$ cat config.mk
export PLATFORM = sky130hd
export DESIGN_NAME = gat_output_stage
export DESIGN_NICKNAME = d
export VERILOG_FILES = /design/src/source/gat_pkg.sv /design/src/source/gat_output_stage.sv /design/src/source/gat_sequencer.sv /design/src/source/feature_bram.sv /design/src/source/feature_controller.sv /design/src/source/neighbor_aggregator.sv /design/src/source/feature_fifo.sv
export SDC_FILE = /design/constraint.sdc
export NUM_CORES = 2
export LEC_CHECK = 0
export BUFFER_PORTS_ARGS = -buffer_cell sky130_fd_sc_hd__buf_2
export CAP_MARGIN = 5
export CORE_MARGIN = 3
export CORE_UTILIZATION = 40
export CTS_CLUSTER_SIZE = 30
export DETAILED_ROUTE_END_ITERATION = 12
export PLACE_DENSITY = 0.66
export SKIP_LAST_GASP = 1
export SYNTH_ARGS = -nofsm -noshare
export SYNTH_HDL_FRONTEND = slang
export SYNTH_SLANG_ARGS = --single-unit
$ cat constraint.sdc
create_clock -name clk -period 6 [get_ports clk]
set_clock_uncertainty 0.2 [all_clocks]
set_input_delay 1.2 -clock clk [delete_from_list [all_inputs] [get_ports clk]]
set_output_delay 1.2 -clock clk [all_outputs]
set_load 0.005 [all_outputs]
$ cat src/source/gat_pkg.sv
// Sizes, fixed-point format and sequencer state type for the GAT output stage
package gat_pkg;

  // ====================
  // Graph and vector sizes
  // ====================
  localparam int NUM_FEATURE_OUT   = 4;
  localparam int NUM_SUBGRAPHS     = 8;
  localparam int MAX_NEIGHBORS     = 8;

  // ====================
  // Data formats
  // ====================
  // WH lanes are signed and alpha is unsigned Q1.15
  localparam int WH_DATA_WIDTH     = 12;
  localparam int ALPHA_DATA_WIDTH  = 16;
  localparam int ALPHA_FRAC_BITS   = 15;
  // Output elements and accumulators share one width
  localparam int NEW_FEATURE_WIDTH = 32;

  // ====================
  // Buffering and memory
  // ====================
  localparam int FEAT_FIFO_DEPTH    = 4;
  localparam int NEW_FEATURE_DEPTH  = NUM_SUBGRAPHS * NUM_FEATURE_OUT;
  localparam int NEW_FEATURE_ADDR_W = 5;

  // Counter widths
  localparam int CNT_WIDTH      = 2;
  localparam int NODE_CNT_WIDTH = 4;

  // Sequencer FSM states
  typedef enum logic [1:0] {SEQ_IDLE, SEQ_RUN, SEQ_DONE} seq_state_e;

endpackage
$ cat src/source/gat_output_stage.sv
// GAT output stage top with sequencer, aggregator, controller and feature memory
`timescale 1ns/1ps

module gat_output_stage
  import gat_pkg::*;
(
  input  logic                                          clk,
  input  logic                                          rst_n,
  input  logic                                          start,
  input  logic                                          nbr_vld,
  input  logic [NUM_FEATURE_OUT-1:0][WH_DATA_WIDTH-1:0] nbr_wh,
  input  logic [ALPHA_DATA_WIDTH-1:0]                   nbr_alpha,
  input  logic                                          nbr_last,
  input  logic [NEW_FEATURE_ADDR_W-1:0]                 rd_addr,
  output logic                                          nbr_rdy,
  output logic                                          gat_ready,
  output logic [NEW_FEATURE_WIDTH-1:0]                  rd_data
);

  logic                                              nbr_take;
  logic                                              clear;
  logic                                              space_avail;
  logic                                              vec_written;
  logic [NUM_FEATURE_OUT-1:0][NEW_FEATURE_WIDTH-1:0] new_feat;
  logic                                              new_feat_vld;
  logic [NEW_FEATURE_ADDR_W-1:0]                     feat_bram_addra;
  logic [NEW_FEATURE_WIDTH-1:0]                      feat_bram_din;
  logic                                              feat_bram_ena;

  gat_sequencer u_sequencer (
    .clk (clk), .rst_n (rst_n),
    .start (start), .nbr_vld (nbr_vld), .nbr_last (nbr_last),
    .space_avail (space_avail), .vec_written (vec_written),
    .nbr_rdy (nbr_rdy), .nbr_take (nbr_take), .clear (clear), .gat_ready (gat_ready)
  );

  neighbor_aggregator u_aggregator (
    .clk (clk), .rst_n (rst_n),
    .nbr_take (nbr_take), .nbr_wh (nbr_wh), .nbr_alpha (nbr_alpha), .nbr_last (nbr_last),
    .new_feat (new_feat), .new_feat_vld (new_feat_vld)
  );

  feature_controller u_controller (
    .clk (clk), .rst_n (rst_n), .clear (clear),
    .new_feat (new_feat), .new_feat_vld (new_feat_vld),
    .space_avail (space_avail), .vec_written (vec_written),
    .feat_bram_addra (feat_bram_addra), .feat_bram_din (feat_bram_din),
    .feat_bram_ena (feat_bram_ena)
  );

  feature_bram u_bram (
    .clk (clk), .ena (feat_bram_ena), .addra (feat_bram_addra), .dina (feat_bram_din),
    .addrb (rd_addr), .doutb (rd_data)
  );

endmodule

$ cat src/source/gat_sequencer.sv
// Run control FSM with acceptance gating, vector counting and done level
`timescale 1ns/1ps

module gat_sequencer
  import gat_pkg::*;
(
  input  logic clk,
  input  logic rst_n,
  input  logic start,
  input  logic nbr_vld,
  input  logic nbr_last,
  input  logic space_avail,
  input  logic vec_written,
  output logic nbr_rdy,
  output logic nbr_take,
  output logic clear,
  output logic gat_ready
);

  seq_state_e              state;
  seq_state_e              state_nxt;
  logic [NODE_CNT_WIDTH-1:0] node_cnt;
  logic [NODE_CNT_WIDTH-1:0] vec_cnt;
  logic                      run_start;

  // Start is ignored while a run is active
  assign run_start = start && (state != SEQ_RUN);

  always_comb begin
    state_nxt = state;
    case (state)
      SEQ_IDLE: if (start) state_nxt = SEQ_RUN;
      SEQ_RUN:  if (vec_written && vec_cnt == NODE_CNT_WIDTH'(NUM_SUBGRAPHS - 1)) begin
        state_nxt = SEQ_DONE;
      end
      SEQ_DONE: if (start) state_nxt = SEQ_RUN;
      default:  state_nxt = SEQ_IDLE;
    endcase
  end

  // Accept only while running, nodes remain and the FIFO has room
  assign nbr_rdy   = (state == SEQ_RUN) && (node_cnt < NODE_CNT_WIDTH'(NUM_SUBGRAPHS)) &&
                     space_avail;
  assign nbr_take  = nbr_vld && nbr_rdy;
  assign gat_ready = (state == SEQ_DONE);

  always_ff @(posedge clk or negedge rst_n) begin
    if (!rst_n) begin
      state    <= SEQ_IDLE;
      node_cnt <= '0;
      vec_cnt  <= '0;
      clear    <= 1'b0;
    end else begin
      state <= state_nxt;
      clear <= run_start;
      if (run_start) begin
        node_cnt <= '0;
        vec_cnt  <= '0;
      end else begin
        if (nbr_take && nbr_last) node_cnt <= node_cnt + 1'b1;
        if (vec_written)          vec_cnt  <= vec_cnt + 1'b1;
      end
    end
  end

  // Memory writes only happen as part of a run
  a_no_write_idle: assert property (
    @(posedge clk) disable iff (!rst_n) vec_written |-> (state != SEQ_IDLE)
  );

endmodule

$ cat src/source/feature_bram.sv
// Feature memory with one write port and one registered read port
`timescale 1ns/1ps

module feature_bram
  import gat_pkg::*;
(
  input  logic                          clk,
  input  logic                          ena,
  input  logic [NEW_FEATURE_ADDR_W-1:0] addra,
  input  logic [NEW_FEATURE_WIDTH-1:0]  dina,
  input  logic [NEW_FEATURE_ADDR_W-1:0] addrb,
  output logic [NEW_FEATURE_WIDTH-1:0]  doutb
);

  logic [NEW_FEATURE_WIDTH-1:0] mem [NEW_FEATURE_DEPTH];

  // Port A write
  always_ff @(posedge clk) begin
    if (ena) begin
      mem[addra] <= dina;
    end
  end

  // Port B read with one cycle latency
  always_ff @(posedge clk) begin
    doutb <= mem[addrb];
  end

endmodule

$ cat src/source/feature_controller.sv
// Vector buffering and element-wise serialization into the feature memory
`timescale 1ns/1ps

module feature_controller
  import gat_pkg::*;
(
  input  logic                                              clk,
  input  logic                                              rst_n,
  input  logic                                              clear,
  input  logic [NUM_FEATURE_OUT-1:0][NEW_FEATURE_WIDTH-1:0] new_feat,
  input  logic                                              new_feat_vld,
  output logic                                              space_avail,
  output logic                                              vec_written,
  output logic [NEW_FEATURE_ADDR_W-1:0]                     feat_bram_addra,
  output logic [NEW_FEATURE_WIDTH-1:0]                      feat_bram_din,
  output logic                                              feat_bram_ena
);

  logic [NUM_FEATURE_OUT-1:0][NEW_FEATURE_WIDTH-1:0] ff_dout;
  logic [NUM_FEATURE_OUT-1:0][NEW_FEATURE_WIDTH-1:0] feat;
  logic [NUM_FEATURE_OUT-1:0][NEW_FEATURE_WIDTH-1:0] feat_reg;
  logic                                              ff_rd_vld;
  logic                                              ff_empty;
  logic                                              ff_full;
  logic [$clog2(FEAT_FIFO_DEPTH+1)-1:0]              ff_count;
  logic [CNT_WIDTH-1:0]                              cnt_reg;
  logic [CNT_WIDTH-1:0]                              lane_idx;

  feature_fifo #(
    .DATA_WIDTH (NUM_FEATURE_OUT * NEW_FEATURE_WIDTH),
    .FIFO_DEPTH (FEAT_FIFO_DEPTH)
  ) u_feat_fifo (
    .clk    (clk),
    .rst_n  (rst_n),
    .din    (new_feat),
    .wr_vld (new_feat_vld),
    .rd_vld (ff_rd_vld),
    .dout   (ff_dout),
    .empty  (ff_empty),
    .full   (ff_full),
    .count  (ff_count)
  );

  // Two free slots leave room for a result still in the aggregator
  assign space_avail = (ff_count <= FEAT_FIFO_DEPTH - 2);

  // ====================
  // Pop and serialize
  // ====================
  assign ff_rd_vld     = (cnt_reg == '0) && !ff_empty;
  assign feat          = ff_rd_vld ? ff_dout : feat_reg;
  assign feat_bram_ena = ff_rd_vld || (cnt_reg != '0);
  assign vec_written   = feat_bram_ena && (cnt_reg == CNT_WIDTH'(NUM_FEATURE_OUT - 1));

  // Highest lane goes out first
  assign lane_idx      = CNT_WIDTH'(NUM_FEATURE_OUT - 1) - cnt_reg;
  assign feat_bram_din = feat[lane_idx];

  always_ff @(posedge clk) begin
    if (ff_rd_vld) begin
      feat_reg <= ff_dout;
    end
  end

  always_ff @(posedge clk or negedge rst_n) begin
    if (!rst_n) begin
      cnt_reg         <= '0;
      feat_bram_addra <= '0;
    end else begin
      if (feat_bram_ena) begin
        cnt_reg <= vec_written ? '0 : cnt_reg + 1'b1;
      end
      // New run restarts at address 0
      if (clear) begin
        feat_bram_addra <= '0;
      end else if (feat_bram_ena) begin
        feat_bram_addra <= feat_bram_addra + 1'b1;
      end
    end
  end

  // Back-pressure upstream must keep the FIFO from overflowing
  a_no_push_full: assert property (
    @(posedge clk) disable iff (!rst_n) new_feat_vld |-> !ff_full
  );

endmodule

$ cat src/source/neighbor_aggregator.sv
// Per-lane alpha times WH accumulation over the neighbors of one node
`timescale 1ns/1ps

module neighbor_aggregator
  import gat_pkg::*;
(
  input  logic                                              clk,
  input  logic                                              rst_n,
  input  logic                                              nbr_take,
  input  logic [NUM_FEATURE_OUT-1:0][WH_DATA_WIDTH-1:0]     nbr_wh,
  input  logic [ALPHA_DATA_WIDTH-1:0]                       nbr_alpha,
  input  logic                                              nbr_last,
  output logic [NUM_FEATURE_OUT-1:0][NEW_FEATURE_WIDTH-1:0] new_feat,
  output logic                                              new_feat_vld
);

  logic signed [NEW_FEATURE_WIDTH-1:0] acc  [NUM_FEATURE_OUT];
  logic signed [NEW_FEATURE_WIDTH-1:0] prod [NUM_FEATURE_OUT];
  logic signed [NEW_FEATURE_WIDTH-1:0] sum  [NUM_FEATURE_OUT];
  logic [$clog2(MAX_NEIGHBORS+1)-1:0]  nbr_cnt;

  // ====================
  // Lane arithmetic
  // ====================
  // Alpha is zero-extended so the product stays signed
  always_comb begin
    for (int i = 0; i < NUM_FEATURE_OUT; i++) begin
      prod[i] = $signed(nbr_wh[i]) * $signed({1'b0, nbr_alpha});
      sum[i]  = acc[i] + prod[i];
    end
  end

  always_ff @(posedge clk or negedge rst_n) begin
    if (!rst_n) begin
      for (int i = 0; i < NUM_FEATURE_OUT; i++) begin
        acc[i] <= '0;
      end
      new_feat_vld <= 1'b0;
      nbr_cnt      <= '0;
    end else begin
      new_feat_vld <= nbr_take && nbr_last;
      if (nbr_take) begin
        for (int i = 0; i < NUM_FEATURE_OUT; i++) begin
          acc[i] <= nbr_last ? '0 : sum[i];
        end
        nbr_cnt <= nbr_last ? '0 : nbr_cnt + 1'b1;
      end
    end
  end

  // Arithmetic shift drops the alpha fraction, rounding toward minus infinity
  always_ff @(posedge clk) begin
    if (nbr_take && nbr_last) begin
      for (int i = 0; i < NUM_FEATURE_OUT; i++) begin
        new_feat[i] <= sum[i] >>> ALPHA_FRAC_BITS;
      end
    end
  end

  // Neighbor lists are bounded per node
  a_max_neighbors: assert property (
    @(posedge clk) disable iff (!rst_n) nbr_take |-> (nbr_cnt < MAX_NEIGHBORS)
  );

endmodule

$ cat src/source/feature_fifo.sv
// Synchronous first-word-fall-through FIFO with occupancy count
`timescale 1ns/1ps

module feature_fifo #(
  parameter int DATA_WIDTH = 128,
  parameter int FIFO_DEPTH = 4
) (
  input  logic                              clk,
  input  logic                              rst_n,
  input  logic [DATA_WIDTH-1:0]             din,
  input  logic                              wr_vld,
  input  logic                              rd_vld,
  output logic [DATA_WIDTH-1:0]             dout,
  output logic                              empty,
  output logic                              full,
  output logic [$clog2(FIFO_DEPTH+1)-1:0]   count
);

  logic [DATA_WIDTH-1:0]         mem [FIFO_DEPTH];
  logic [$clog2(FIFO_DEPTH)-1:0] wr_ptr;
  logic [$clog2(FIFO_DEPTH)-1:0] rd_ptr;
  logic                          do_wr;
  logic                          do_rd;

  assign empty = (count == 0);
  assign full  = (count == FIFO_DEPTH);
  assign do_wr = wr_vld && !full;
  assign do_rd = rd_vld && !empty;

  // Head word is visible without a read request
  assign dout = mem[rd_ptr];

  always_ff @(posedge clk) begin
    if (do_wr) begin
      mem[wr_ptr] <= din;
    end
  end

  always_ff @(posedge clk or negedge rst_n) begin
    if (!rst_n) begin
      wr_ptr <= '0;
      rd_ptr <= '0;
      count  <= '0;
    end else begin
      if (do_wr) begin
        wr_ptr <= (wr_ptr == FIFO_DEPTH - 1) ? '0 : wr_ptr + 1'b1;
      end
      if (do_rd) begin
        rd_ptr <= (rd_ptr == FIFO_DEPTH - 1) ? '0 : rd_ptr + 1'b1;
      end
      case ({do_wr, do_rd})
        2'b10:   count <= count + 1'b1;
        2'b01:   count <= count - 1'b1;
        default: count <= count;
      endcase
    end
  end

  // Reader must only pop a word that is there
  a_no_pop_empty: assert property (@(posedge clk) disable iff (!rst_n) rd_vld |-> !empty);

endmodule

# ---- Word level (Yosys, flattened, before mapping)
# Memory sizes are Yosys's and may differ from the RTL's. A register that Yosys moved wholly into a read port is not among the register bits.
# Cells that the tools add are included.
dict set report word_totals {
  regBits 350
  mem_bits_rw 1536
  input_bits 74
  out_inout_bits 34
  elab_cells 103
  mem_count 2
}
# name depth word_bits rd rd_clocked_by_memory_dff wr line
set mem_list {}
lappend mem_list {u_bram.mem 32 32 1 1 1 feature_bram.sv:15} ;# logic [NEW_FEATURE_WIDTH-1:0] mem [NEW_FEATURE_DEPTH];
lappend mem_list {u_controller.u_feat_fifo.mem 4 128 1 0 1 feature_fifo.sv:19} ;# logic [DATA_WIDTH-1:0] mem [FIFO_DEPTH];
dict set report op_classes {
  addsub 13
  multipliers 4
  magnitude_cmp 3
  eq_ne 12
  muxes 24
  n_reduce_logical 23
}
# operator n
set ops {}
lappend ops {{32-bit 2-to-1 mux} 5}
lappend ops {{32-bit by 29-bit adder with 32-bit output} 4}
lappend ops {{128-bit 2-to-1 mux} 1}
lappend ops {{12-bit by 17-bit multiplier with 29-bit output} 4}
lappend ops {{32-bit binary-select mux with 2-bit select} 1}
lappend ops {{4-bit 2-to-1 mux} 4}
lappend ops {{2-bit == test, second input constant} 5}
lappend ops {{1-bit logical AND} 10}
lappend ops {{2-bit 2-to-1 mux} 5}
lappend ops {{5-bit 2-to-1 mux} 2}
lappend ops {{2-bit nonzero test} 5}
lappend ops {{4-bit by 1-bit adder with 4-bit output, second input constant} 2}
lappend ops {{2-bit by 1-bit adder with 2-bit output, second input constant} 3}
lappend ops {{2-bit by 1-bit inequality test with 1-bit output, second input constant} 3}
lappend ops {{3-bit one-hot mux with 2 select lines} 1}
lappend ops {{5-bit by 1-bit adder with 5-bit output, second input constant} 1}
lappend ops {{2-bit by 1-bit == test with 1-bit output, second input constant} 2}
lappend ops {{4-bit by 3-bit == test with 1-bit output, second input constant} 1}
lappend ops {{2-bit zero test} 2}
lappend ops {{4-bit less-than comparator, second input constant} 1}
lappend ops {{1-bit 2-to-1 mux} 4}
lappend ops {{2-bit one-hot mux with 2 select lines} 1}
lappend ops {{3-bit by 1-bit adder with 3-bit output, second input constant} 1}
lappend ops {{3-bit == test, second input constant} 1}
lappend ops {{9 further kinds} 10}

# ---- Depth between registers and ports, before layout
dict set report depth {
  depth_word 8
  mapped_depth 23
  mapped_depth_nobuf 21
}

# ---- Cells and area by module
# Synthesis repeated with hierarchy kept, for this count alone.
dict set report unflattened {
  cells_unflattened 7254
  hier_area_um2 102597.1
}
# mod n_inst cells_each area_per_inst_um2 seq_area_each_um2
set by_module_without_submodules {}
lappend by_module_without_submodules {feature_bram 1 2260 40485.1 31390.1}
lappend by_module_without_submodules {neighbor_aggregator 1 3890 37030.5 5270.1}
lappend by_module_without_submodules {feature_fifo 1 709 18913.1 15549.9}
lappend by_module_without_submodules {feature_controller 1 347 5621.6 2737.6}
lappend by_module_without_submodules {gat_sequencer 1 48 546.8 275.3}

# ---- Least setup slack after synthesis
# OpenSTA, ideal clock, no wires.
dict set report synth_path {
  path_kind {input to register}
  startpoint {input port nbr_alpha[6]}
  endpoint {register u_aggregator.new_feat[109] in the netlist's numbering (data pin)}
  setup_ps 255
  arrival_time_ps 6439
  t_required_ps 5545
  path_slack_ps -893
  path_stages 18
  path_buffers 2
  cell_sequence {clkbuf_1 -> clkbuf_1 -> nand2_1 -> fa_1 -> fa_1 -> inv_1 -> fa_1 -> fa_1 -> fa_1 -> fa_1 -> ha_1 -> a21o_1 -> a21o_1 -> a211oi_1 -> o221a_1 -> o31a_1 -> mux2_4 -> and2_1}
}
# element line
set synth_lines {}
lappend synth_lines {{start, declared} gat_output_stage.sv:12} ;# input logic [ALPHA_DATA_WIDTH-1:0] nbr_alpha,
lappend synth_lines {{end signal, assigned by index} neighbor_aggregator.sv:55} ;# new_feat[i] <= sum[i] >>> ALPHA_FRAC_BITS;
lappend synth_lines {{end, declared} neighbor_aggregator.sv:13} ;# output logic [NUM_FEATURE_OUT-1:0][NEW_FEATURE_WIDTH-1:0] new_feat,

==> results.md <==
* GPL Wtd Cong at 0.859
* Via count at 54200
* Register bit total from synthesis at 1678
* Horiz. Die Dim at 486 um
* Ys flop type: edfxtp_1
* First-pass GRT wire length at 347000 um
* Core area at 228000 um^2
* FF+latch area at 48000 um^2
* Fin crit period at 6130 ps
* Footprint of the multi-input gates at 42400 um^2
* Design area at 109000 um^2
* Clk_lat worst skew at 820 ps
* Detail Route Antenna Nets at 0
* R2R setup slack at 860 ps
* Max Cap Viol at 0
* Register with the most flip-flops: u_bram.mem
* Startpoint type of the worst setup path: input pin
* Final global-route overflow total at 0
* Drt pass-1 iters at 6
* # clock sinks at 1678
* Placed cell area at 101000 um^2
* Hold Path Class: in2async
* Peak fanout along the critical path at 5
* Area grow syn2layout at 18.4%
* Placement Setup Slack at -968 ps
* Clock transition at path regs at 60 ps
* Largest net degree at the start of global routing at 88
* Drt total wl at 226000 um
* Leading cell types in the layout, fill and taps excluded: 1364 x edfxtp_1, 874 x nand2_1, 696 x inv_1
* Critical path arrival at 6480 ps
* WL/cell at 22.2 um
* Largest registers: u_bram.mem (1024), u_controller.u_feat_fifo.mem (272)
* DP HPWL at 150000 um
* Die area at 236000 um^2
* FP Rows at 175
* Vias in the first global route at 57100
* Mapped Area at 92200 um^2
* Reg2Reg Depth at 15
* Asr flop ratio synth at 9.18%
* Num CTS Buffers at 169
* Nets@finish at 8211
* 1st-iter DRT viols at 4446
* DR vias/cell at 5.31
* Max transition margin at 25.6%
* Final worst path period share at 102%
* Post-Syn Instances at 6436
* RR Endpoint: u_aggregator.new_feat[109]
* RSZ-0062 raised after global routing: yes
* I/O pin count at 108
* CP endpoint kind: flop
* # H-tree levels at 4
* CTS root buf: clkbuf_16
* Fillers at 19300
* WP data required at 6350 ps
* Outcome: finished with violations
* Number of synthesized flops with an enable pin at 1364
* WS Path Type: in2reg
* Syn avg cell area at 14.3 um^2
* Final setup viols at 10
* CTS tree: done
* Die Ht at 486 um
* Share of cells above drive strength 1 at 25.5%
* Syn Nets at 7609
* Synth warn at 0
* CTS Buffer Depth at 3
* Failing checks: negative setup slack
* Most common cell after layout, fill and taps aside: edfxtp_1
* Gr usage total at 19.1%
* Port bufs at 107
* Starting density of the core at 40.4%
* Worst slew pin tran at 1120 ps
* Final hold vios at 0
* Largest register FFs at 1024
* DRC viols at 0
* Setup WS post-layout at -127 ps
* CTS Hold Bufs at 0
* Yosys cell types at 86
* Slew Viols, Final at 0
* Reg2Reg Launch Point: u_aggregator.acc[10]
* Max Clock Freq at 163 MHz
* Initial antenna violation count at 4
* Sequential area share after synthesis at 52.1%
-- worst max-delay path by stage --
stage,start,endpoint,slack [ps],cells past startpoint
3_3_place_gp,nbr_alpha[5],u_aggregator.acc[62],-900,20
3_5_place_dp,nbr_alpha[5],u_aggregator.new_feat[15],-970,17
4_1_cts,nbr_alpha[9],u_aggregator.new_feat[9],-40,19
6_report,nbr_alpha[5],u_aggregator.new_feat[109],-130,18
5_1_grt,nbr_alpha[5],u_aggregator.new_feat[109],-180,18
2_1_floorplan,nbr_alpha[3],u_aggregator.new_feat[109],-560,17
-- routing by layer --
| metal | share of wire (%) | track usage, % |
|---|---|---|
| met1 | 43 | 27.0 |
| met3 | 6.8 | 2.92 |
| met4 | 2.2 | 4.39 |
| met2 | 48 | 31.0 |
| met5 | 0.012 | 0 |
-- per-stage QoR --
| stage | utilization, % | std cells | TNS, ps | hold slack (ps) |
|---|---|---|---|---|
| 6_report | 47.8 | 10200 | -514 | 223 |
| 5_1_grt | 47.8 | 10200 | -4060 | 217 |
| 4_1_cts | 47.1 | 10200 | -112 | 194 |
| 3_5_place_dp | 44.4 | 9816 | -114480 | 231 |
| 3_3_place_gp | 44.4 | 9816 | -105110 | 224 |
| 2_1_floorplan | - | 6436 | -22130 | 214 |
-- synthesized netlist by cell type, types with 7 or more instances --
library cell	number	area share (%)
a211oi_1	11	0.090
a21o_1	61	0.50
a21oi_1	104	0.56
a221o_1	9	0.098
a221oi_1	7	0.066
a22o_1	39	0.37
a31oi_1	11	0.075
and2_1	320	2.2
and3_1	16	0.11
buf_1	27	0.11
buf_2	46	0.25
clkbuf_1	243	0.99
dfrtp_1	154	4.2
dfxtp_1	160	3.5
edfxtp_1	1364	44
fa_1	669	15
ha_1	430	5.8
inv_1	717	2.9
mux2_2	32	0.39
mux4_2	420	10
nand2_1	890	3.6
nand2b_1	35	0.24
nand3_1	29	0.16
nand4_1	29	0.20
nor2_1	148	0.60
nor2b_1	11	0.075
nor3_1	20	0.11
o211ai_1	22	0.18
o21a_1	16	0.13
o21ai_0	79	0.43
o21ai_1	11	0.060
o21bai_1	14	0.11
o22ai_1	27	0.18
o31ai_1	13	0.11
or2_2	7	0.047
or3_1	13	0.088
xnor2_1	65	0.62
xor2_1	56	0.53
-- kinds of logic after synthesis --
group                      share of synthesized area, %
DFF                                                52.1
and+or+nand+nor                                    7.67
adders and majority gates                          20.4
buffers and inverters                              4.35
AOI/OAI and AO/OA                                  3.70
muxes                                              10.7
xor gates and xnor gates                           1.15
-- layout make-up --
type | instances | area share [%]
multi-input cells | 3715 | 38.8
inverters | 719 | 2.48
clock buffers | 239 | 4.44
clock inverters | 81 | 0.935
diodes | 1 | 0.00229
well taps | 3009 | 3.45
repair buffers | 755 | 5.93
flip-flops and latches | 1678 | 44.0
-- worst max-delay path, stage by stage --
cell and delay, ps:
buf_12 120, and2_4 140, fa_1 560, inv_2 50, fa_1 540, inv_2 40
fa_1 520, fa_1 440, fa_1 500, fa_1 580, ha_4 230, a21o_1 180
a21o_1 200, a211oi_2 220, o221a_1 270, o31a_1 230, mux2_4 320, and2_4 130
-- what timing repair did --
item,in CTS,in global routing
pin swaps,27,131
setup endpoints to repair,33,113
setup buffers,12,40
cloned,2,11
gates resized for setup,37,233
Power is not shown: default switching activity piles up to over one toggle a cycle in this logic, so the estimate is an artifact.
